`src/corr_pkg.sv`:
```
`default_nettype none

package corr_pkg;

    // input samples, signed
    localparam int din_width = 8;

    // twiddle format, signed with 14 fraction bits
    localparam int twidd_width = 16;
    localparam int twidd_point = 14;

    // one bin value per channel
    localparam int sdft_width = 16;

    // full product width before the output shift
    localparam int prod_width = 2 * sdft_width + 1;
    localparam int prod_shift = 8;

    // accumulators wrap at this width
    localparam int acc_width = 32;

endpackage

`default_nettype wire
```
`src/corr_cfg_if.sv`:
```
`timescale 1ns/10ps
`default_nettype none

interface corr_cfg_if;

    logic enable;
    logic signed [corr_pkg::twidd_width-1:0] twiddle_re;
    logic signed [corr_pkg::twidd_width-1:0] twiddle_im;
    logic [31:0] acc_len;
    // one pulse per finished frame
    logic frame_done;

    modport regs (
        output enable, twiddle_re, twiddle_im, acc_len,
        input  frame_done
    );

    modport dp (
        input  enable, twiddle_re, twiddle_im, acc_len,
        output frame_done
    );

endinterface

`default_nettype wire

```
`src/corr_accumulate.sv`:
```
`timescale 1ns/10ps
`default_nettype none

module corr_accumulate (
    input  wire logic clk,
    input  wire logic rst,
    input  wire logic signed [corr_pkg::acc_width-1:0] corr_re,
    input  wire logic signed [corr_pkg::acc_width-1:0] corr_im,
    input  wire logic [corr_pkg::acc_width-1:0] pow1,
    input  wire logic [corr_pkg::acc_width-1:0] pow2,
    input  wire logic din_valid,
    corr_cfg_if.dp cfg,
    output logic signed [corr_pkg::acc_width-1:0] r12_re,
    output logic signed [corr_pkg::acc_width-1:0] r12_im,
    output logic [corr_pkg::acc_width-1:0] r11,
    output logic [corr_pkg::acc_width-1:0] r22,
    output logic dout_valid
);

    logic [31:0] count;
    logic last;
    logic signed [corr_pkg::acc_width-1:0] acc_re;
    logic signed [corr_pkg::acc_width-1:0] acc_im;
    logic [corr_pkg::acc_width-1:0] acc_p1;
    logic [corr_pkg::acc_width-1:0] acc_p2;

    // >= so a shortened length mid frame still closes it
    assign last = (count + 32'd1) >= cfg.acc_len;

    always_ff @(posedge clk) begin
        if (rst) begin
            count <= 32'd0;
            acc_re <= '0;
            acc_im <= '0;
            acc_p1 <= '0;
            acc_p2 <= '0;
            dout_valid <= 1'b0;
        end else begin
            dout_valid <= din_valid && last;
            if (din_valid && last) begin
                r12_re <= acc_re + corr_re;
                r12_im <= acc_im + corr_im;
                r11 <= acc_p1 + pow1;
                r22 <= acc_p2 + pow2;
                count <= 32'd0;
                acc_re <= '0;
                acc_im <= '0;
                acc_p1 <= '0;
                acc_p2 <= '0;
            end else if (din_valid) begin
                count <= count + 32'd1;
                acc_re <= acc_re + corr_re;
                acc_im <= acc_im + corr_im;
                acc_p1 <= acc_p1 + pow1;
                acc_p2 <= acc_p2 + pow2;
            end
        end
    end

    assign cfg.frame_done = dout_valid;

endmodule

`default_nettype wire

```
`src/flat_wrapper.sv`:
```
// flat-port wrapper written by rule: the top's interface ports become plain ports
module corr_accumulate_flat 
  (clk, rst, corr_re, corr_im, pow1, pow2, din_valid, r12_re, r12_im, r11, r22, dout_valid, cfg_enable, cfg_twiddle_re, cfg_twiddle_im, cfg_acc_len, cfg_frame_done);
  corr_cfg_if cfg_i ();
  input  wire logic clk;
  input  wire logic rst;
  input  wire logic signed [corr_pkg::acc_width-1:0] corr_re;
  input  wire logic signed [corr_pkg::acc_width-1:0] corr_im;
  input  wire logic [corr_pkg::acc_width-1:0] pow1;
  input  wire logic [corr_pkg::acc_width-1:0] pow2;
  input  wire logic din_valid;
  output logic signed [corr_pkg::acc_width-1:0] r12_re;
  output logic signed [corr_pkg::acc_width-1:0] r12_im;
  output logic [corr_pkg::acc_width-1:0] r11;
  output logic [corr_pkg::acc_width-1:0] r22;
  output logic dout_valid;
  input wire logic [$bits(cfg_i.enable)-1:0] cfg_enable;
  input wire logic [$bits(cfg_i.twiddle_re)-1:0] cfg_twiddle_re;
  input wire logic [$bits(cfg_i.twiddle_im)-1:0] cfg_twiddle_im;
  input wire logic [$bits(cfg_i.acc_len)-1:0] cfg_acc_len;
  output wire logic [$bits(cfg_i.frame_done)-1:0] cfg_frame_done;
  assign cfg_i.enable = cfg_enable;
  assign cfg_i.twiddle_re = cfg_twiddle_re;
  assign cfg_i.twiddle_im = cfg_twiddle_im;
  assign cfg_i.acc_len = cfg_acc_len;
  assign cfg_frame_done = cfg_i.frame_done;
  corr_accumulate u_core (.clk(clk), .rst(rst), .corr_re(corr_re), .corr_im(corr_im), .pow1(pow1), .pow2(pow2), .din_valid(din_valid), .cfg(cfg_i), .r12_re(r12_re), .r12_im(r12_im), .r11(r11), .r22(r22), .dout_valid(dout_valid));
endmodule
```
`config.mk`:
```
export PLATFORM = sky130hd
export DESIGN_NAME = corr_accumulate_flat
export DESIGN_NICKNAME = d
export VERILOG_FILES = /design/src/corr_pkg.sv /design/src/corr_cfg_if.sv /design/src/corr_accumulate.sv /design/src/flat_wrapper.sv
export SDC_FILE = /design/constraint.sdc
export NUM_CORES = 1
export LEC_CHECK = 0
export ABC_AREA = 1
export BUFFER_PORTS_ARGS = -buffer_cell sky130_fd_sc_hd__buf_2
export CAP_MARGIN = 20
export CORE_ASPECT_RATIO = 1.75
export CORE_UTILIZATION = 36
export CTS_CLUSTER_SIZE = 12
export DETAILED_ROUTE_END_ITERATION = 10
export GPL_TIMING_DRIVEN = 0
export MAX_ROUTING_LAYER = met4
export PLACE_DENSITY_LB_ADDON = 0.25
export SLEW_MARGIN = 20
export SYNTH_ARGS = -nofsm -noshare
export SYNTH_HDL_FRONTEND = slang
export SYNTH_SLANG_ARGS = --single-unit
```
`constraint.sdc`:
```
create_clock -name clk -period 7.5 [get_ports clk]
set_input_delay 0.375 -clock clk [delete_from_list [all_inputs] [get_ports clk]]
set_output_delay 0.375 -clock clk [all_outputs]
set_load 0.02 [all_outputs]
```
==> out/results.tsv <==
metric	value	unit
drt_iter0_markers	829	
cp_top_family	simple AND/OR/NAND/NOR gates	
crit_fanout	25	
p_leak	14.5	nW
grt_util_all_layers	0.265	
ys.flop_type	dfxtp_1	
rsz0062_at_grt	false	
cts_tree	yes	
cts_sinks	289	
routed_wirelength	82100	µm
maxSlewViolCount	0	
cp_num_buf_inv	5	
tightestPinTransition	1080	ps
vias	22000	
die_x	191	µm
drv_cap	0	
yosysUniqueCellTypes	42	
core	62100	µm²
synth_area	22600	µm²
holdBufCountCts	0	
drc	0	
cts-root-buf	clkbuf_16	
relSlewSlack	0.283	
ys_seq_area_frac	0.313	
cp.required	7760	ps
clk_latency	570	ps
cts_made_buffers	34	
fmax	200	MHz
crit_type	register to register	
cp-end-kind	register	
async_flop_share	0	
die_area	63700	µm²
grt_max_degree	28	
hold_viol	0	
p_per_area	198	nW/µm²
grt_pass1_vias	21600	
synth_top_area_frac	0.215	
finalSetupViolCount	0	
initial_core_util	0.364	
cts_buffer_depth	3	
worstPathCellList	nand2_1 -> nor2_2 -> inv_1 -> nor4_1 -> nand3_1 -> nand2_1 -> inv_1 -> ha_1 -> nand2_1 -> o21ai_0 -> nand2_1 -> nand2_1 -> a21oi_1 -> nand2_1 -> nand2_1 -> buf_2 -> nor2_4 -> buf_12 -> buf_12	
viasPerCell	4.64	
io_buffers	291	
synthToLayoutAreaGrowth	16.1	%
routedWlPerCell	17.3	µm
synth.avg_cell_area	6.31	µm²
fin_skew	21.7	ps
status	complete, no violations	
die_y	333	µm
h-tree-depth	2	
final_layout_size_suffix_gt1_frac	0.113	
grt_first_pass_wirelength	122000	µm
timing.hold.ws	86.5	ps
nets	4264	
drt_pass1_iterations	5	
dpl.hpwl	68400	µm
min_period	5000	ps
yosys-top-cells-area	nand2_1 22%, edfxtp_1 17%, dfxtp_1 14%, inv_1 12%, ha_1 8.7%	
vdd_drop_max	0.214	mV
period_share	0.667	
ys_warn_count	0	
netlist_instances	3575	
crit_top_cell	nand2_1	
yosys-top-cells-count	1294 x nand2_1, 717 x inv_1, 394 x nor2_1	
pre_cts_ws	2490	ps
fp-row-count	121	
fill_cells	6864	
clk_pin_slew	60	ps
arrival	5260	ps
synth.net_count	3932	
ctsResizeCount	0	
io_pins	326	
post_cts_buffers	0	
crit_path_max_incr_delay	680	ps
worst_slack	2500	ps
fin_total_pwr	5.20	mW
grt-ovfl-total	0	
startpoint_type	register	
antenna_found_initial	7	
slowest_stage	nor4_1	
ant_nets	0	
synth_most_common_cell	nand2_1	
hold_path_class	input pin to register	
synth_edf_count	128	
synth_seq_cells	289	
place.gp.congestion	0.977	
synth_top_area_cell	nand2_1	
-- metrics by stage --
| step | cells | utilization | instance area (µm²) | TNS (ps) |
|---|---|---|---|---|
| after detailed placement | 4670 | 0.405 | 25100 | 0 |
| after global routing | 4737 | 0.422 | 26200 | 0 |
| after CTS | 4731 | 0.422 | 26200 | 0 |
| after floorplan | 3575 | - | 22600 | 0 |
| final | 4737 | 0.422 | 26200 | 0 |
| after global placement | 4665 | 0.403 | 25000 | -260650 |
-- sequential cells by signal, indices dropped and copies added, names as in the netlist --
register / cells
u_core.acc_im: 32
u_core.acc_p1: 32
u_core.acc_p2: 32
u_core.acc_re: 32
u_core.count: 32
u_core.r11: 32
u_core.r12_im: 32
u_core.r12_re: 32
u_core.r22: 32
u_core.cfg.frame_done: 1
-- worst register-to-register path, cell delays in order (launching register included) --
cell and delay [ps]:
dfxtp_1 430, nand2_1 150, nor2_2 260, inv_1 150, nor4_1 680, nand3_1 200
nand2_1 110, inv_1 50, ha_1 260, nand2_1 60, o21ai_0 190, nand2_1 70
nand2_1 150, a21oi_1 60, nand2_1 220, nand2_1 250, buf_2 310, nor2_4 580
buf_12 270, buf_12 220
-- report_power, final --
part | internal [mW] | switching (mW)
clock network | 0.924 | 0.725
registers | 1.79 | 0.0565
logic | 0.586 | 1.12
total | 3.30 | 1.90
-- final cells by class --
| class | count | area (µm²) | share of cell area |
|---|---|---|---|
| multi-input combinational | 2512 | 12500 | 0.477 |
| buffer | 52 | 293 | 0.0112 |
| clock inverter | 13 | 95.1 | 0.00363 |
| tap | 799 | 1000 | 0.0382 |
| antenna | 6 | 15.0 | 0.000573 |
| timing repair buffer | 296 | 1560 | 0.0597 |
| inverter | 722 | 2710 | 0.103 |
| sequential | 289 | 7070 | 0.270 |
| clock buffer | 48 | 955 | 0.0364 |
-- kinds of logic after synthesis --
logic type / after synthesis / share of synthesized area
fa+ha+maj: 161 / 0.0906
mux: 36 / 0.0160
buf+inv: 774 / 0.133
simple gates: 2153 / 0.401
compound gates: 115 / 0.0269
xor+xnor: 47 / 0.0189
flops: 289 / 0.313
-- path summary, 6_finish.rpt --
kind / slack, ps / to / start / depth (start not counted)
setup / recovery: 2500 / u_core.r12_im[23] / u_core.count[8] / 19
hold / removal: 90 / u_core.cfg.frame_done / rst / 2
setup reg to reg: 2500 / u_core.r12_im[23] / u_core.count[8] / 19
hold reg to reg: 520 / u_core.acc_p1[7] / u_core.acc_p1[7] / 2
-- cells in the final DEF (no fill, tap or decap), types with 27 or more instances in the layout --
cell,Yosys,final
clkbuf_16,0,35
mux2i_1,36,36
or2_2,49,49
clkbuf_1,19,28
nor2_1,394,393
nand3_1,221,221
ha_1,157,157
a21oi_1,69,69
inv_1,717,717
nand2_1,1294,1294
dfxtp_1,161,161
edfxtp_1,128,128
o21ai_0,27,27
buf_2,14,305
xor2_1,36,36
nand4_1,40,40
and2_1,85,85
-- layer usage --
| layer | global-route usage | vias to the layer above | wire length, µm |
|---|---|---|---|
| met4 | 0.139 | 0 | 4760 |
| met5 | - | - | 0 |
| met3 | 0.0432 | 174 | 3850 |
| met2 | 0.494 | 511 | 43300 |
| li1 | - | 11600 | - |
| met1 | 0.258 | 9722 | 30200 |
No activity file was read; power rests on OpenSTA's default activity.
