`src/axil_pkg.sv`:
```
`default_nettype none

package axil_pkg;

    localparam int addr_width = 8;

    // register byte addresses
    localparam logic [addr_width-1:0] addr_ctrl    = 8'h00;
    localparam logic [addr_width-1:0] addr_twiddle = 8'h04;
    localparam logic [addr_width-1:0] addr_acc_len = 8'h08;
    localparam logic [addr_width-1:0] addr_frames  = 8'h0c;

    typedef enum logic [1:0] {
        okay   = 2'b00,
        slverr = 2'b10
    } resp_e;

    // write channel, address and data may come in either order
    typedef enum logic [1:0] {
        idle,
        addr_only,
        data_only,
        resp
    } wr_state_e;

endpackage

`default_nettype wire

```
`src/corr_pkg.sv`:
```
`default_nettype none

package corr_pkg;

    // input samples, signed
    localparam int din_width = 8;

    // twiddle format, signed with 14 fraction bits
    localparam int twidd_width = 16;
    localparam int twidd_point = 14;

    // one bin value per channel
    localparam int sdft_width = 16;

    // full product width before the output shift
    localparam int prod_width = 2 * sdft_width + 1;
    localparam int prod_shift = 8;

    // accumulators wrap at this width
    localparam int acc_width = 32;

endpackage

`default_nettype wire
```
`src/corr_cfg_if.sv`:
```
`timescale 1ns/10ps
`default_nettype none

interface corr_cfg_if;

    logic enable;
    logic signed [corr_pkg::twidd_width-1:0] twiddle_re;
    logic signed [corr_pkg::twidd_width-1:0] twiddle_im;
    logic [31:0] acc_len;
    // one pulse per finished frame
    logic frame_done;

    modport regs (
        output enable, twiddle_re, twiddle_im, acc_len,
        input  frame_done
    );

    modport dp (
        input  enable, twiddle_re, twiddle_im, acc_len,
        output frame_done
    );

endinterface

`default_nettype wire

```
`src/corr_regs.sv`:
```
`timescale 1ns/10ps
`default_nettype none

module corr_regs (
    input  wire logic clk,
    input  wire logic rst,
    input  wire logic [axil_pkg::addr_width-1:0] awaddr,
    input  wire logic awvalid,
    output logic awready,
    input  wire logic [31:0] wdata,
    input  wire logic [3:0] wstrb,
    input  wire logic wvalid,
    output logic wready,
    output axil_pkg::resp_e bresp,
    output logic bvalid,
    input  wire logic bready,
    input  wire logic [axil_pkg::addr_width-1:0] araddr,
    input  wire logic arvalid,
    output logic arready,
    output logic [31:0] rdata,
    output axil_pkg::resp_e rresp,
    output logic rvalid,
    input  wire logic rready,
    corr_cfg_if.regs cfg
);

    axil_pkg::wr_state_e wr_state;
    logic [axil_pkg::addr_width-1:0] awaddr_q;
    logic [31:0] wdata_q;
    logic [3:0] wstrb_q;
    logic [axil_pkg::addr_width-1:0] wr_addr;
    logic [31:0] wr_data;
    logic [3:0] wr_strb;
    logic aw_hs;
    logic w_hs;
    logic do_write;

    logic enable_q;
    logic [31:0] twiddle_q;
    logic [31:0] acc_len_q;
    logic [31:0] frames_q;

    function automatic logic [31:0] apply_strb(input logic [31:0] old_val,
                                               input logic [31:0] new_val,
                                               input logic [3:0] strb);
        logic [31:0] res;
        res = old_val;
        for (int i = 0; i < 4; i++) begin
            if (strb[i]) begin
                res[8*i +: 8] = new_val[8*i +: 8];
            end
        end
        return res;
    endfunction

    assign aw_hs = awvalid && awready;
    assign w_hs = wvalid && wready;

    // a channel's ready is only high while its half is still missing
    assign do_write = (aw_hs || wr_state == axil_pkg::addr_only)
                   && (w_hs || wr_state == axil_pkg::data_only);

    always_comb begin
        wr_addr = aw_hs ? awaddr : awaddr_q;
        wr_data = w_hs ? wdata : wdata_q;
        wr_strb = w_hs ? wstrb : wstrb_q;
    end

    always_ff @(posedge clk) begin
        if (rst) begin
            wr_state <= axil_pkg::idle;
            awready <= 1'b0;
            wready <= 1'b0;
            bvalid <= 1'b0;
            enable_q <= 1'b0;
            // unity twiddle
            twiddle_q <= 32'h0000_4000;
            acc_len_q <= 32'd1;
        end else begin
            if (aw_hs) begin
                awaddr_q <= awaddr;
            end
            if (w_hs) begin
                wdata_q <= wdata;
                wstrb_q <= wstrb;
            end
            if (wr_state == axil_pkg::resp) begin
                if (bready) begin
                    bvalid <= 1'b0;
                    awready <= 1'b1;
                    wready <= 1'b1;
                    wr_state <= axil_pkg::idle;
                end
            end else if (do_write) begin
                awready <= 1'b0;
                wready <= 1'b0;
                bvalid <= 1'b1;
                bresp <= axil_pkg::okay;
                wr_state <= axil_pkg::resp;
                case (wr_addr)
                    axil_pkg::addr_ctrl: begin
                        if (wr_strb[0]) begin
                            enable_q <= wr_data[0];
                        end
                    end
                    axil_pkg::addr_twiddle: twiddle_q <= apply_strb(twiddle_q, wr_data, wr_strb);
                    axil_pkg::addr_acc_len: acc_len_q <= apply_strb(acc_len_q, wr_data, wr_strb);
                    // read-only, write is accepted and dropped
                    axil_pkg::addr_frames: ;
                    default: bresp <= axil_pkg::slverr;
                endcase
            end else if (aw_hs) begin
                awready <= 1'b0;
                wr_state <= axil_pkg::addr_only;
            end else if (w_hs) begin
                wready <= 1'b0;
                wr_state <= axil_pkg::data_only;
            end else if (wr_state == axil_pkg::idle) begin
                awready <= 1'b1;
                wready <= 1'b1;
            end
        end
    end

    // read channel, one address outstanding
    always_ff @(posedge clk) begin
        if (rst) begin
            arready <= 1'b0;
            rvalid <= 1'b0;
        end else if (rvalid) begin
            if (rready) begin
                rvalid <= 1'b0;
                arready <= 1'b1;
            end
        end else if (arvalid && arready) begin
            arready <= 1'b0;
            rvalid <= 1'b1;
            rresp <= axil_pkg::okay;
            case (araddr)
                axil_pkg::addr_ctrl: rdata <= {31'd0, enable_q};
                axil_pkg::addr_twiddle: rdata <= twiddle_q;
                axil_pkg::addr_acc_len: rdata <= acc_len_q;
                axil_pkg::addr_frames: rdata <= frames_q;
                default: begin
                    rdata <= 32'd0;
                    rresp <= axil_pkg::slverr;
                end
            endcase
        end else begin
            arready <= 1'b1;
        end
    end

    always_ff @(posedge clk) begin
        if (rst) begin
            frames_q <= 32'd0;
        end else if (cfg.frame_done) begin
            frames_q <= frames_q + 32'd1;
        end
    end

    assign cfg.enable = enable_q;
    assign cfg.twiddle_re = twiddle_q[15:0];
    assign cfg.twiddle_im = twiddle_q[31:16];
    // zero length behaves as one
    assign cfg.acc_len = (acc_len_q == 32'd0) ? 32'd1 : acc_len_q;

endmodule

`default_nettype wire

```
`src/flat_wrapper.sv`:
```
// flat-port wrapper written by rule: the top's interface ports become plain ports
module corr_regs_flat 
  (clk, rst, awaddr, awvalid, awready, wdata, wstrb, wvalid, wready, bresp, bvalid, bready, araddr, arvalid, arready, rdata, rresp, rvalid, rready, cfg_enable, cfg_twiddle_re, cfg_twiddle_im, cfg_acc_len, cfg_frame_done);
  corr_cfg_if cfg_i ();
  input  wire logic clk;
  input  wire logic rst;
  input  wire logic [axil_pkg::addr_width-1:0] awaddr;
  input  wire logic awvalid;
  output logic awready;
  input  wire logic [31:0] wdata;
  input  wire logic [3:0] wstrb;
  input  wire logic wvalid;
  output logic wready;
  output axil_pkg::resp_e bresp;
  output logic bvalid;
  input  wire logic bready;
  input  wire logic [axil_pkg::addr_width-1:0] araddr;
  input  wire logic arvalid;
  output logic arready;
  output logic [31:0] rdata;
  output axil_pkg::resp_e rresp;
  output logic rvalid;
  input  wire logic rready;
  output wire logic [$bits(cfg_i.enable)-1:0] cfg_enable;
  output wire logic [$bits(cfg_i.twiddle_re)-1:0] cfg_twiddle_re;
  output wire logic [$bits(cfg_i.twiddle_im)-1:0] cfg_twiddle_im;
  output wire logic [$bits(cfg_i.acc_len)-1:0] cfg_acc_len;
  input wire logic [$bits(cfg_i.frame_done)-1:0] cfg_frame_done;
  assign cfg_enable = cfg_i.enable;
  assign cfg_twiddle_re = cfg_i.twiddle_re;
  assign cfg_twiddle_im = cfg_i.twiddle_im;
  assign cfg_acc_len = cfg_i.acc_len;
  assign cfg_i.frame_done = cfg_frame_done;
  corr_regs u_core (.clk(clk), .rst(rst), .awaddr(awaddr), .awvalid(awvalid), .awready(awready), .wdata(wdata), .wstrb(wstrb), .wvalid(wvalid), .wready(wready), .bresp(bresp), .bvalid(bvalid), .bready(bready), .araddr(araddr), .arvalid(arvalid), .arready(arready), .rdata(rdata), .rresp(rresp), .rvalid(rvalid), .rready(rready), .cfg(cfg_i));
endmodule
```
`config.mk`:
```
export PLATFORM = sky130hd
export DESIGN_NAME = corr_regs_flat
export DESIGN_NICKNAME = d
export VERILOG_FILES = /design/src/axil_pkg.sv /design/src/corr_pkg.sv /design/src/corr_cfg_if.sv /design/src/corr_regs.sv /design/src/flat_wrapper.sv
export SDC_FILE = /design/constraint.sdc
export NUM_CORES = 1
export LEC_CHECK = 0
export BUFFER_PORTS_ARGS = -buffer_cell sky130_fd_sc_hd__buf_4
export CORE_AREA = 4 4 118 143
export CTS_BUF_LIST = sky130_fd_sc_hd__clkbuf_16
export CTS_CLUSTER_DIAMETER = 30
export DETAILED_ROUTE_END_ITERATION = 12
export DIE_AREA = 0 0 122 147
export PLACE_DENSITY = 0.79
export SYNTH_ARGS = -nofsm -noshare
export SYNTH_HDL_FRONTEND = slang
export SYNTH_SLANG_ARGS = --single-unit
export TNS_END_PERCENT = 10
```
`constraint.sdc`:
```
create_clock -name clk -period 2.8 [get_ports clk]
set_input_delay 0.14 -clock clk [delete_from_list [all_inputs] [get_ports clk]]
set_output_delay 0.14 -clock clk [all_outputs]
set_load 0.05 [all_outputs]
```
==> results.ini, run 1 <==
[clocking]
clkTransAtPathRegs_ns = 0.06
cts_root_buf = clkbuf_16
clock_sink_count = 182
clk_path_buf_depth = 2
cts_buffers = 17
post_cts_resized = 0
cts_hold_buf = 9
cts_tree = done
htree_levels = 4
clkLatencyLatePin_ns = 0.43
post_cts_buffers = 0

[setup_path]
start_kind = input port
crit_type = input port to flop
arrival_ns = 2.88
cp-end-kind = flop
worst-path-max-fanout = 8
required_ns = 3.10

[floorplanning]
dieArea_um2 = 17900
row_count = 50
die_y_um = 147
ioPinCount = 166
start_util_pct = 54.3
coreArea_um2 = 15500
die_w_um = 122

[pwr]
p_leak_uw = 0.00413
vdd_drop_max_v = 0.000440
power_density_nw_per_um2 = 615

[sta]
maxSlewViolCount = 0
tightest_slew_ns = 1.16
fin_crit_ns = 2.59
tns_ns = 0
setup_viol = 0
fin_crit_sh_pct = 92.4
skew_ns = 0.00706
max_freq_mhz = 387
rsz0062_at_grt = false
hold_violations = 0
slew_headroom_pct = 22.9

[global_routing]
antenna_found_initial = 0
track_usage_pct = 23.8
grt_pass1_wl_um = 33200
grt_max_degree = 66
grt_overflow_total = 0
grt_pass1_vias = 6220

[layout]
antenna_cells = 0
drive_above_1_share_pct = 26.7
syn_to_final_growth_pct = 23.9
fin_nets = 989
instances_no_fill = 1146

[logic_synthesis]
netlist_instances = 797
async_flop_share_pct = 0
synth-edff-count = 78
avgSynthCellArea_um2 = 10.5
ys_seq_area_share_pct = 52.8
synth_cell_type_count = 51
synth_warnings = 0
synth-seq-cells = 182
synth_ff_type = dfxtp_1
netlist_area_um2 = 8380

[drt]
num_vias = 6559
drt_iter0_markers = 460
drc = 0
ant_nets = 0
wl_um = 21400
via_per_inst = 5.72
dr.pass1.iters = 7
drt-wirelength-per-cell_um = 18.7

[place]
dp.cells = 1105
routabilityCongestion = 0.856
dp_hpwl_um = 15600
portBuffers = 163

[run]
max_cap_violations = 0

[worst_hold_path]
worstHoldPathType = input port to flop

[status]
status = completed

where the power goes:
| group | leakage [uW] | internal, uW | total [uW] | switching (uW) |
|---|---|---|---|---|
| clock | 0.000310 | 1400 | 2370 | 971 |
| sequential | 0.00158 | 2980 | 3060 | 78.4 |
| combinational | 0.00225 | 366 | 969 | 603 |
| total | 0.00413 | 4740 | 6390 | 1650 |
layout make-up:
cell class | count | area (um^2)
Fill cell | 1184 | 5060
Sequential cell | 182 | 4420
Multi-Input combinational cell | 523 | 3610
Timing Repair Buffer | 188 | 1460
Clock buffer | 19 | 475
Tap cell | 208 | 260
Clock inverter | 13 | 111
Inverter | 13 | 51.3
cells in the mapped netlist, types with 2 or more instances:
cell type | count | area, um^2
a2111oi_4 | 3 | 82.6
a21oi_1 | 23 | 115
a22oi_1 | 31 | 233
a31oi_1 | 3 | 18.8
and2_1 | 2 | 12.5
and3_1 | 5 | 31.3
and4_1 | 6 | 52.6
buf_4 | 3 | 22.5
clkbuf_1 | 75 | 282
dfxtp_1 | 104 | 2080
edfxtp_1 | 78 | 2340
ha_1 | 4 | 50.1
inv_1 | 12 | 45.0
mux2_1 | 28 | 315
mux2_2 | 35 | 394
mux2i_1 | 70 | 701
nand2_1 | 132 | 495
nand3_1 | 11 | 55.1
nand4_1 | 15 | 93.8
nor2_1 | 58 | 218
nor2b_1 | 2 | 12.5
nor4_1 | 12 | 75.1
o2111ai_1 | 4 | 35.0
o21a_1 | 3 | 22.5
o21ai_0 | 7 | 35.0
o31ai_1 | 17 | 128
or3_1 | 4 | 25.0
or4_1 | 16 | 120
xnor2_1 | 3 | 26.3
xor2_1 | 10 | 87.6
metal layers:
| layer | GRT usage [%] | wire length, um | share of wire (%) |
|---|---|---|---|
| met5 | 0 | 0 | 0 |
| met2 | 38.1 | 10400 | 48 |
| met3 | 4.51 | 1330 | 6.2 |
| met1 | 31.5 | 8920 | 42 |
| met4 | 10.7 | 761 | 3.6 |
registers in the layout, indices dropped and copies added, names as in the netlist:
register and cells:
u_core.bresp 1, u_core.rresp 1, u_core.twiddle_q 32, u_core.frames_q 32, u_core.wready 1, u_core.acc_len_q 32
u_core.awready 1, u_core.bvalid 1, u_core.wr_state 2, u_core.arready 1, u_core.rdata 32, u_core.wdata_q 32
u_core.awaddr_q 8, u_core.rvalid 1, u_core.wstrb_q 4, u_core.cfg.enable 1
worst paths after layout:
check / from / endpoint / slack (ns) / cells after the start
setup / recovery: awaddr[5] / u_core.acc_len_q[30] / 0.21 / 6
hold / removal: bready / u_core.bvalid / 0.02 / 4
setup reg to reg: u_core.awready / u_core.acc_len_q[30] / 0.51 / 5
hold reg to reg: u_core.twiddle_q[25] / u_core.twiddle_q[25] / 0.48 / 2
cells in the final DEF (no fill, tap or decap), types with 17 or more instances in the layout:
master | synthesis | layout
clkbuf_16 | 0 | 19
o31ai_1 | 17 | 17
nand2_1 | 132 | 132
edfxtp_1 | 78 | 78
mux2_2 | 35 | 35
a22oi_1 | 31 | 31
mux2i_1 | 70 | 70
nor2_1 | 58 | 57
a21oi_1 | 23 | 23
dfxtp_1 | 104 | 104
buf_4 | 3 | 177
mux2_1 | 28 | 28
metrics by stage:
step                      setup WS [ns]  utilization, %  hold slack, ns  instance area, um^2  total power, uW
after floorplan                   0.152               -           0.314                 8390             3780
after global placement            0.378            62.9           0.420                 9710             4050
after detailed placement          0.355            62.9           0.419                 9710             4070
after CTS                         0.247            67.2         0.00947                10400             6420
after global routing              0.189            67.2          0.0146                10400             6650
final                             0.213            67.2          0.0178                10400             6390
kinds of logic after synthesis:
group,Yosys count,share of synthesized area (%)
muxes,134,17.1
xor gates and xnor gates,13,1.36
and+or+nand+nor,271,15.0
other,1,0.0447
adders and majority gates,4,0.597
buffers and inverters,93,4.31
AOI/OAI and AO/OA,99,8.82
DFF,182,52.8
worst max-delay path, stage by stage:
cell and delay, ns:
dlygate4sd3_1 0.54, buf_4 0.14, or4_4 0.53, or4_1 0.60, a2111o_1 0.72, mux2i_1 0.21
(Power assumes the default switching activity.)
==> run 2: changes to the inputs <==
ABC_AREA = 1   (was unset)
CORE_AREA = 4 4 122 147   (was 4 4 118 143)
DIE_AREA = 0 0 126 151   (was 0 0 122 147)
PLACE_DENSITY = 0.78   (was 0.79)
==> run 2 against run 1 <==
  * Maximum frequency rose by 12%
  * Sequential cell count stayed put
  * Synthesized cell count increased by 43%
  * First-iteration DRC count rose by 95%
  * Combinational power up 43%
  * Register-to-register slack lost 0.02 ns
  * Clock power is essentially flat
  * Core utilization down 1.9 points
  * Non-clock buffer count down 2
  * Clock-buffer cell count rose by 1
  * Synthesized area grew 7.1%
  * Via count up 24%
  * Critical endpoint is now u_core.twiddle_q[17]
==> results.ini, run 2 <==
[status]
status = completed  ; unchanged

[drt]
ant_nets = 0  ; unchanged
num_vias = 8114  ; was 6559
drt-wirelength-per-cell_um = 16.7  ; was 18.7 um
via_per_inst = 5.43  ; was 5.72
dr.pass1.iters = 5  ; was 7
wl_um = 25000  ; was 21400 um
drt_iter0_markers = 895  ; was 460
drc = 0  ; unchanged

[run]
max_cap_violations = 0  ; unchanged

[logic_synthesis]
synth.mux.area_fraction_pct = 0  ; was 17.1%
synth_common_cells = nor2_1, nand2_1, inv_1, dfxtp_1, nand3_1  ; was nand2_1, dfxtp_1, edfxtp_1, clkbuf_1, mux2i_1
synth_xor_area_share_pct = 0.390  ; was 1.36%
netlist_area_um2 = 8980  ; was 8380 um^2
avgSynthCellArea_um2 = 7.87  ; was 10.5 um^2
synth_compound_area_share_pct = 8.01  ; was 8.82%
async_flop_share_pct = 0  ; unchanged
yosys.area.top_type = edfxtp_1  ; unchanged
synth_ff_type = dfxtp_1  ; unchanged
synth-seq-cells = 182  ; unchanged
ys_seq_area_share_pct = 49.3  ; was 52.8%
synth_warnings = 0  ; unchanged
synth-edff-count = 78  ; unchanged
synth.area.top_cells = edfxtp_1, dfxtp_1, nor2_1  ; was edfxtp_1, dfxtp_1, mux2i_1
synth_cell_type_count = 41  ; was 51
synth-simple-area-share_pct = 31.5  ; was 15.0%
netlist_instances = 1141  ; was 797
yosysMostFrequentCell = nor2_1  ; was nand2_1
synth_top_area_share_pct = 26.1  ; was 27.9%
synth_top_family_by_area = simple AND/OR/NAND/NOR gates  ; was multiplexers
synthAdderAreaFrac_pct = 0.557  ; was 0.597%

[clocking]
clock_sink_count = 182  ; unchanged
clkLatencyLatePin_ns = 0.44  ; was 0.43 ns
clk_path_buf_depth = 2  ; unchanged
cts_root_buf = clkbuf_16  ; unchanged
clkTransAtPathRegs_ns = 0.07  ; was 0.06 ns
htree_levels = 4  ; unchanged
cts_tree = done  ; unchanged
cts_buffers = 17  ; unchanged

[setup_path]
cp-end-kind = flop  ; unchanged
start_kind = flop  ; was input port
cpPeakStageDelay_ns = 0.55  ; was 0.72 ns
worst-path-max-fanout = 58  ; was 8
worst-path-buf-inv = 1  ; was 2
arrival_ns = 2.64  ; was 2.88 ns
crit_path_frequent_cell = nand2_1
critPathSlowestCell = dfxtp_1  ; was a2111o_1
crit_family = simple AND/OR/NAND/NOR gates  ; unchanged
required_ns = 3.14  ; was 3.10 ns
critical_path.cell_chain = nand2_2, nand2_1, nand2_1, nor2_1, nand2_1, nor2_4, buf_4, nand4_1, nand2_1, nor2_1  ; was dlygate4sd3_1, buf_4, or4_4, or4_1, a2111o_1, mux2i_1
crit_type = flop to flop  ; was input port to flop

[layout]
fin_nets = 1328  ; was 989
antenna_cells = 0  ; unchanged
drive_above_1_share_pct = 21.8  ; was 26.7%
final_common_cell = buf_4  ; unchanged
syn_to_final_growth_pct = 21.2  ; was 23.9%
layout_common_cells = buf_4, nor2_1, nand2_1  ; was buf_4, nand2_1, dfxtp_1
multi_input_comb_area_um2 = 3650  ; was 3610 um^2
final-seq-area_um2 = 4420  ; unchanged
fill_cells = 1456  ; was 1184

[global_routing]
track_usage_pct = 26.2  ; was 23.8%
grt_overflow_total = 0  ; unchanged
grt_pass1_vias = 7705  ; was 6220
antenna_found_initial = 0  ; unchanged
grt_pass1_wl_um = 39700  ; was 33200 um
grt_max_degree = 59  ; was 66

[place]
portBuffers = 163  ; unchanged
dpl_worst_slack_ns = 0.525  ; was 0.355 ns
routabilityCongestion = 0.924  ; was 0.856
dp_hpwl_um = 18500  ; was 15600 um

[worst_hold_path]
worstHoldPathType = input port to flop  ; unchanged

[sta]
setup_ws_ns = 0.493  ; was 0.213 ns
max_freq_mhz = 433  ; was 387 MHz
maxSlewViolCount = 0  ; unchanged
slew_headroom_pct = 57.7  ; was 22.9%
hold_violations = 0  ; unchanged
rsz0062_at_grt = false  ; unchanged
setup_viol = 0  ; unchanged
tns_ns = 0  ; unchanged
skew_ns = 0.00916  ; was 0.00706 ns
tightest_slew_ns = 0.633  ; was 1.16 ns
fin_crit_sh_pct = 82.4  ; was 92.4%
fin_crit_ns = 2.31  ; was 2.59 ns

[floorplanning]
row_count = 52  ; was 50
ioPinCount = 166  ; unchanged
die_w_um = 126  ; was 122 um
coreArea_um2 = 16700  ; was 15500 um^2
die_y_um = 151  ; was 147 um
dieArea_um2 = 19000  ; was 17900 um^2
start_util_pct = 53.9  ; was 54.3%

[pwr]
p_total_uw = 6840  ; was 6390 uW
power_density_nw_per_um2 = 629  ; was 615 nW/um^2
vdd_drop_max_v = 0.000457  ; was 0.000440 V
p_leak_uw = 0.00450  ; was 0.00413 uW

-- run 2: cell count changes after synthesis, sizes merged, moves of 53 or more --
cell   before  now
nand4      15   68
inv        13  140
o21ai       8   65
mux2       63    0
mux2i      70    0
nand3      11  102
nor2       58  194
-- run 2: stage by stage --
step	hold slack (ns)	std cells	utilization, %	instance area (um^2)
2_1_floorplan	0.230	1142	-	8980
3_3_place_gp	0.408	1458	61.6	10300
3_5_place_dp	0.416	1458	61.6	10300
4_1_cts	0.0117	1493	65.3	10900
5_1_grt	0.0180	1493	65.3	10900
6_report	0.0210	1493	65.3	10900
-- run 2: worst reg2reg max path, delay by kind of cell (launching register included) --
kind / cells / cell delay, ns
DFF: 1 / 0.55
and+or+nand+nor: 9 / 1.23
buffers and inverters: 1 / 0.44
-- run 2: repair_timing --
item | CTS | global route
endpoints found under the hold margin | 3 | 0
buffers inserted | 0 | 0
gates resized for setup | 0 | 0
hold buffers | 3 | 0
-- run 2: cell type report --
type | count | share of cell area (%)
Sequential cell | 182 | 40.7
Multi-Input combinational cell | 736 | 33.6
Timing Repair Buffer | 186 | 13.0
Inverter | 141 | 4.88
Clock buffer | 20 | 4.60
Tap cell | 216 | 2.48
Clock inverter | 12 | 0.770
-- run 2: logic make-up after synthesis --
family / Yosys count
buf+inv: 224
flops: 182
fa+ha+maj: 4
other cells: 1
xor+xnor: 4
compound gates: 122
simple gates: 604
-- run 2: worst paths after layout --
kind                                      from  depth (start not counted)                    to  slack (ns)
worst min-delay path                 awaddr[3]                          3    u_core.awaddr_q[3]        0.02
worst max-delay path            u_core.awready                         10  u_core.twiddle_q[17]        0.49
worst max register to register  u_core.awready                         10  u_core.twiddle_q[17]        0.49
worst min register to register   u_core.bvalid                          2         u_core.bvalid        0.49
-- run 2: routing by layer --
layer  global-route usage, %  share of wire, %  vias up  wire length (um)
met4                    11.6               3.7        0               922
met5                       0                 0        -                 0
met2                    42.3                48      320             12000
li1                        -                 -     4015                 -
met1                    34.7                42     3720             10400
met3                    4.73               6.6       59              1640
-- run 2: report_power, final --
part	total [uW]	switching (uW)	internal, uW
combinational	1390	952	434
clock	2370	1060	1300
sequential	3090	85.2	3000
==> run 3: changes to the inputs <==
clock period = 2.3 ns   (was 2.8 ns; I/O delays follow)
==> run 3 against run 2 <==
  * Design area is 0.52% higher
  * Setup slack lost 0.24 ns
  * Wire length down 1.8%
  * Critical path depth did not move
  * Non-clock buffer count is 4 higher
  * Combinational power rose by 25%
  * Global-route usage down 1.1 points
==> results.ini, run 3 (synthesis results as in run 2) <==
[drt]
drt-wirelength-per-cell_um = 16.4  ; was 16.7 um
wl_um = 24500  ; was 25000 um
drc = 0  ; unchanged
ant_nets = 0  ; unchanged
drt_iter0_markers = 852  ; was 895
via_per_inst = 5.39  ; was 5.43
num_vias = 8074  ; was 8114
dr.pass1.iters = 5  ; unchanged

[floorplanning]
die_w_um = 126  ; unchanged
coreArea_um2 = 16700  ; unchanged
ioPinCount = 166  ; unchanged
die_y_um = 151  ; unchanged
dieArea_um2 = 19000  ; unchanged
start_util_pct = 53.9  ; unchanged
row_count = 52  ; unchanged

[setup_path]
crit_type = flop to flop  ; unchanged
start_kind = flop  ; unchanged
worst-path-max-fanout = 6  ; was 58
cp-end-kind = flop  ; unchanged
required_ns = 2.62  ; was 3.14 ns
arrival_ns = 2.36  ; was 2.64 ns

[clocking]
clkTransAtPathRegs_ns = 0.07  ; about the same
cts_tree = done  ; unchanged
cts_root_buf = clkbuf_16  ; unchanged
cts_buffers = 17  ; unchanged
clk_path_buf_depth = 2  ; unchanged
htree_levels = 4  ; unchanged
clock_sink_count = 182  ; unchanged
post_cts_resized = 0  ; unchanged
clkLatencyLatePin_ns = 0.43  ; was 0.44 ns

[global_routing]
met3_usage_pct = 3.67  ; was 4.73%
grt_overflow_total = 0  ; unchanged
gr-usage-met1_pct = 32.6  ; was 34.7%
grt_pass1_wl_um = 38100  ; was 39700 um
grt_pass1_vias = 7522  ; was 7705
track_usage_pct = 25.1  ; was 26.2%
antenna_found_initial = 0  ; unchanged
grt_max_degree = 59  ; unchanged
grt_use_met2_pct = 42.5  ; was 42.3%
grt-busiest-layer = met2  ; unchanged

[sta]
rsz0062_at_grt = false  ; unchanged
setup_ws_ns = 0.256  ; was 0.493 ns
whs_ns = 0.0264  ; was 0.0210 ns
hold_violations = 0  ; unchanged
fin_crit_ns = 2.04  ; was 2.31 ns
slew_headroom_pct = 59.7  ; was 57.7%
tightest_slew_ns = 0.600  ; was 0.633 ns
setup_viol = 0  ; unchanged
tns_ns = 0  ; unchanged
max_freq_mhz = 489  ; was 433 MHz
maxSlewViolCount = 0  ; unchanged
fin_crit_sh_pct = 88.9  ; was 82.4%
skew_ns = 0.00819  ; was 0.00916 ns

[layout]
antenna_cells = 0  ; unchanged
final_common_cell = buf_4  ; unchanged
syn_to_final_growth_pct = 21.8  ; was 21.2%
fin_nets = 1332  ; was 1328
drive_above_1_share_pct = 21.9  ; was 21.8%
stdcell_area_um2 = 10900  ; about the same
layout_common_cells = buf_4, nor2_1, nand2_1  ; unchanged

[place]
dp_hpwl_um = 18400  ; was 18500 um
routabilityCongestion = 0.910  ; was 0.924
dpl_cell_area_um2 = 10300  ; about the same
dpl_worst_slack_ns = 0.338  ; was 0.525 ns
portBuffers = 163  ; unchanged

[run]
max_cap_violations = 0  ; unchanged

[pwr]
p_leak_uw = 0.00453  ; was 0.00450 uW
p_total_uw = 8250  ; was 6840 uW
power_density_nw_per_um2 = 755  ; was 629 nW/um^2
vdd_drop_max_v = 0.000580  ; was 0.000457 V

[status]
status = completed  ; unchanged

[worst_hold_path]
worstHoldPathType = input port to flop  ; unchanged

==> run 3: report_power, final <==
part / internal [uW] / switching [uW]
registers: 3650 / 80.7
clock network: 1570 / 1220
logic: 553 / 1180
==> run 3: path summary, 6_finish.rpt <==
kind,cells past startpoint,endpoint,slack (ns),start
worst min-delay path,3,u_core.awaddr_q[3],0.03,awaddr[3]
worst min register to register,2,u_core.frames_q[8],0.47,u_core.frames_q[8]
worst max-delay path,10,u_core.frames_q[18],0.26,u_core.frames_q[0]
worst max register to register,10,u_core.frames_q[18],0.26,u_core.frames_q[0]
==> run 3: final cells by class <==
cell class	instances	area, um^2
flip-flops and latches	182	4420
clock inverters	12	70.1
fillers	1487	5720
clock buffers	20	500
well taps	216	270
repair buffers	190	1490
multi-input cells	736	3650
inverters	141	531
==> run 3: worst max-delay path, cell delays in order (launching register included) <==
cell and delay, ns:
dfxtp_1 0.44, ha_1 0.26, nand3_1 0.18, nor2_1 0.29, inv_1 0.07, nor2_1 0.26
nand2_1 0.14, nor2_1 0.14, nand2_1 0.06, nand2_1 0.06, nor2_1 0.04
==> run 3: layer usage <==
layer  wire length [um]  vias to the layer above
li1                   -                     4035
met1              10300                     3648
met2              11900                      340
met3               1540                       51
met4                767                        0
met5                  0                        -
==> run 3: timing repair <==
item / CTS / global route
endpoints found under the hold margin: 5 / 0
buffers inserted: 0 / 0
hold buffers: 4 / 0
==> run 3: per-stage QoR <==
step	util, %	cells
2_1_floorplan	-	1142
3_3_place_gp	62.0	1461
3_5_place_dp	62.0	1461
4_1_cts	65.7	1497
5_1_grt	65.7	1497
6_report	65.7	1497
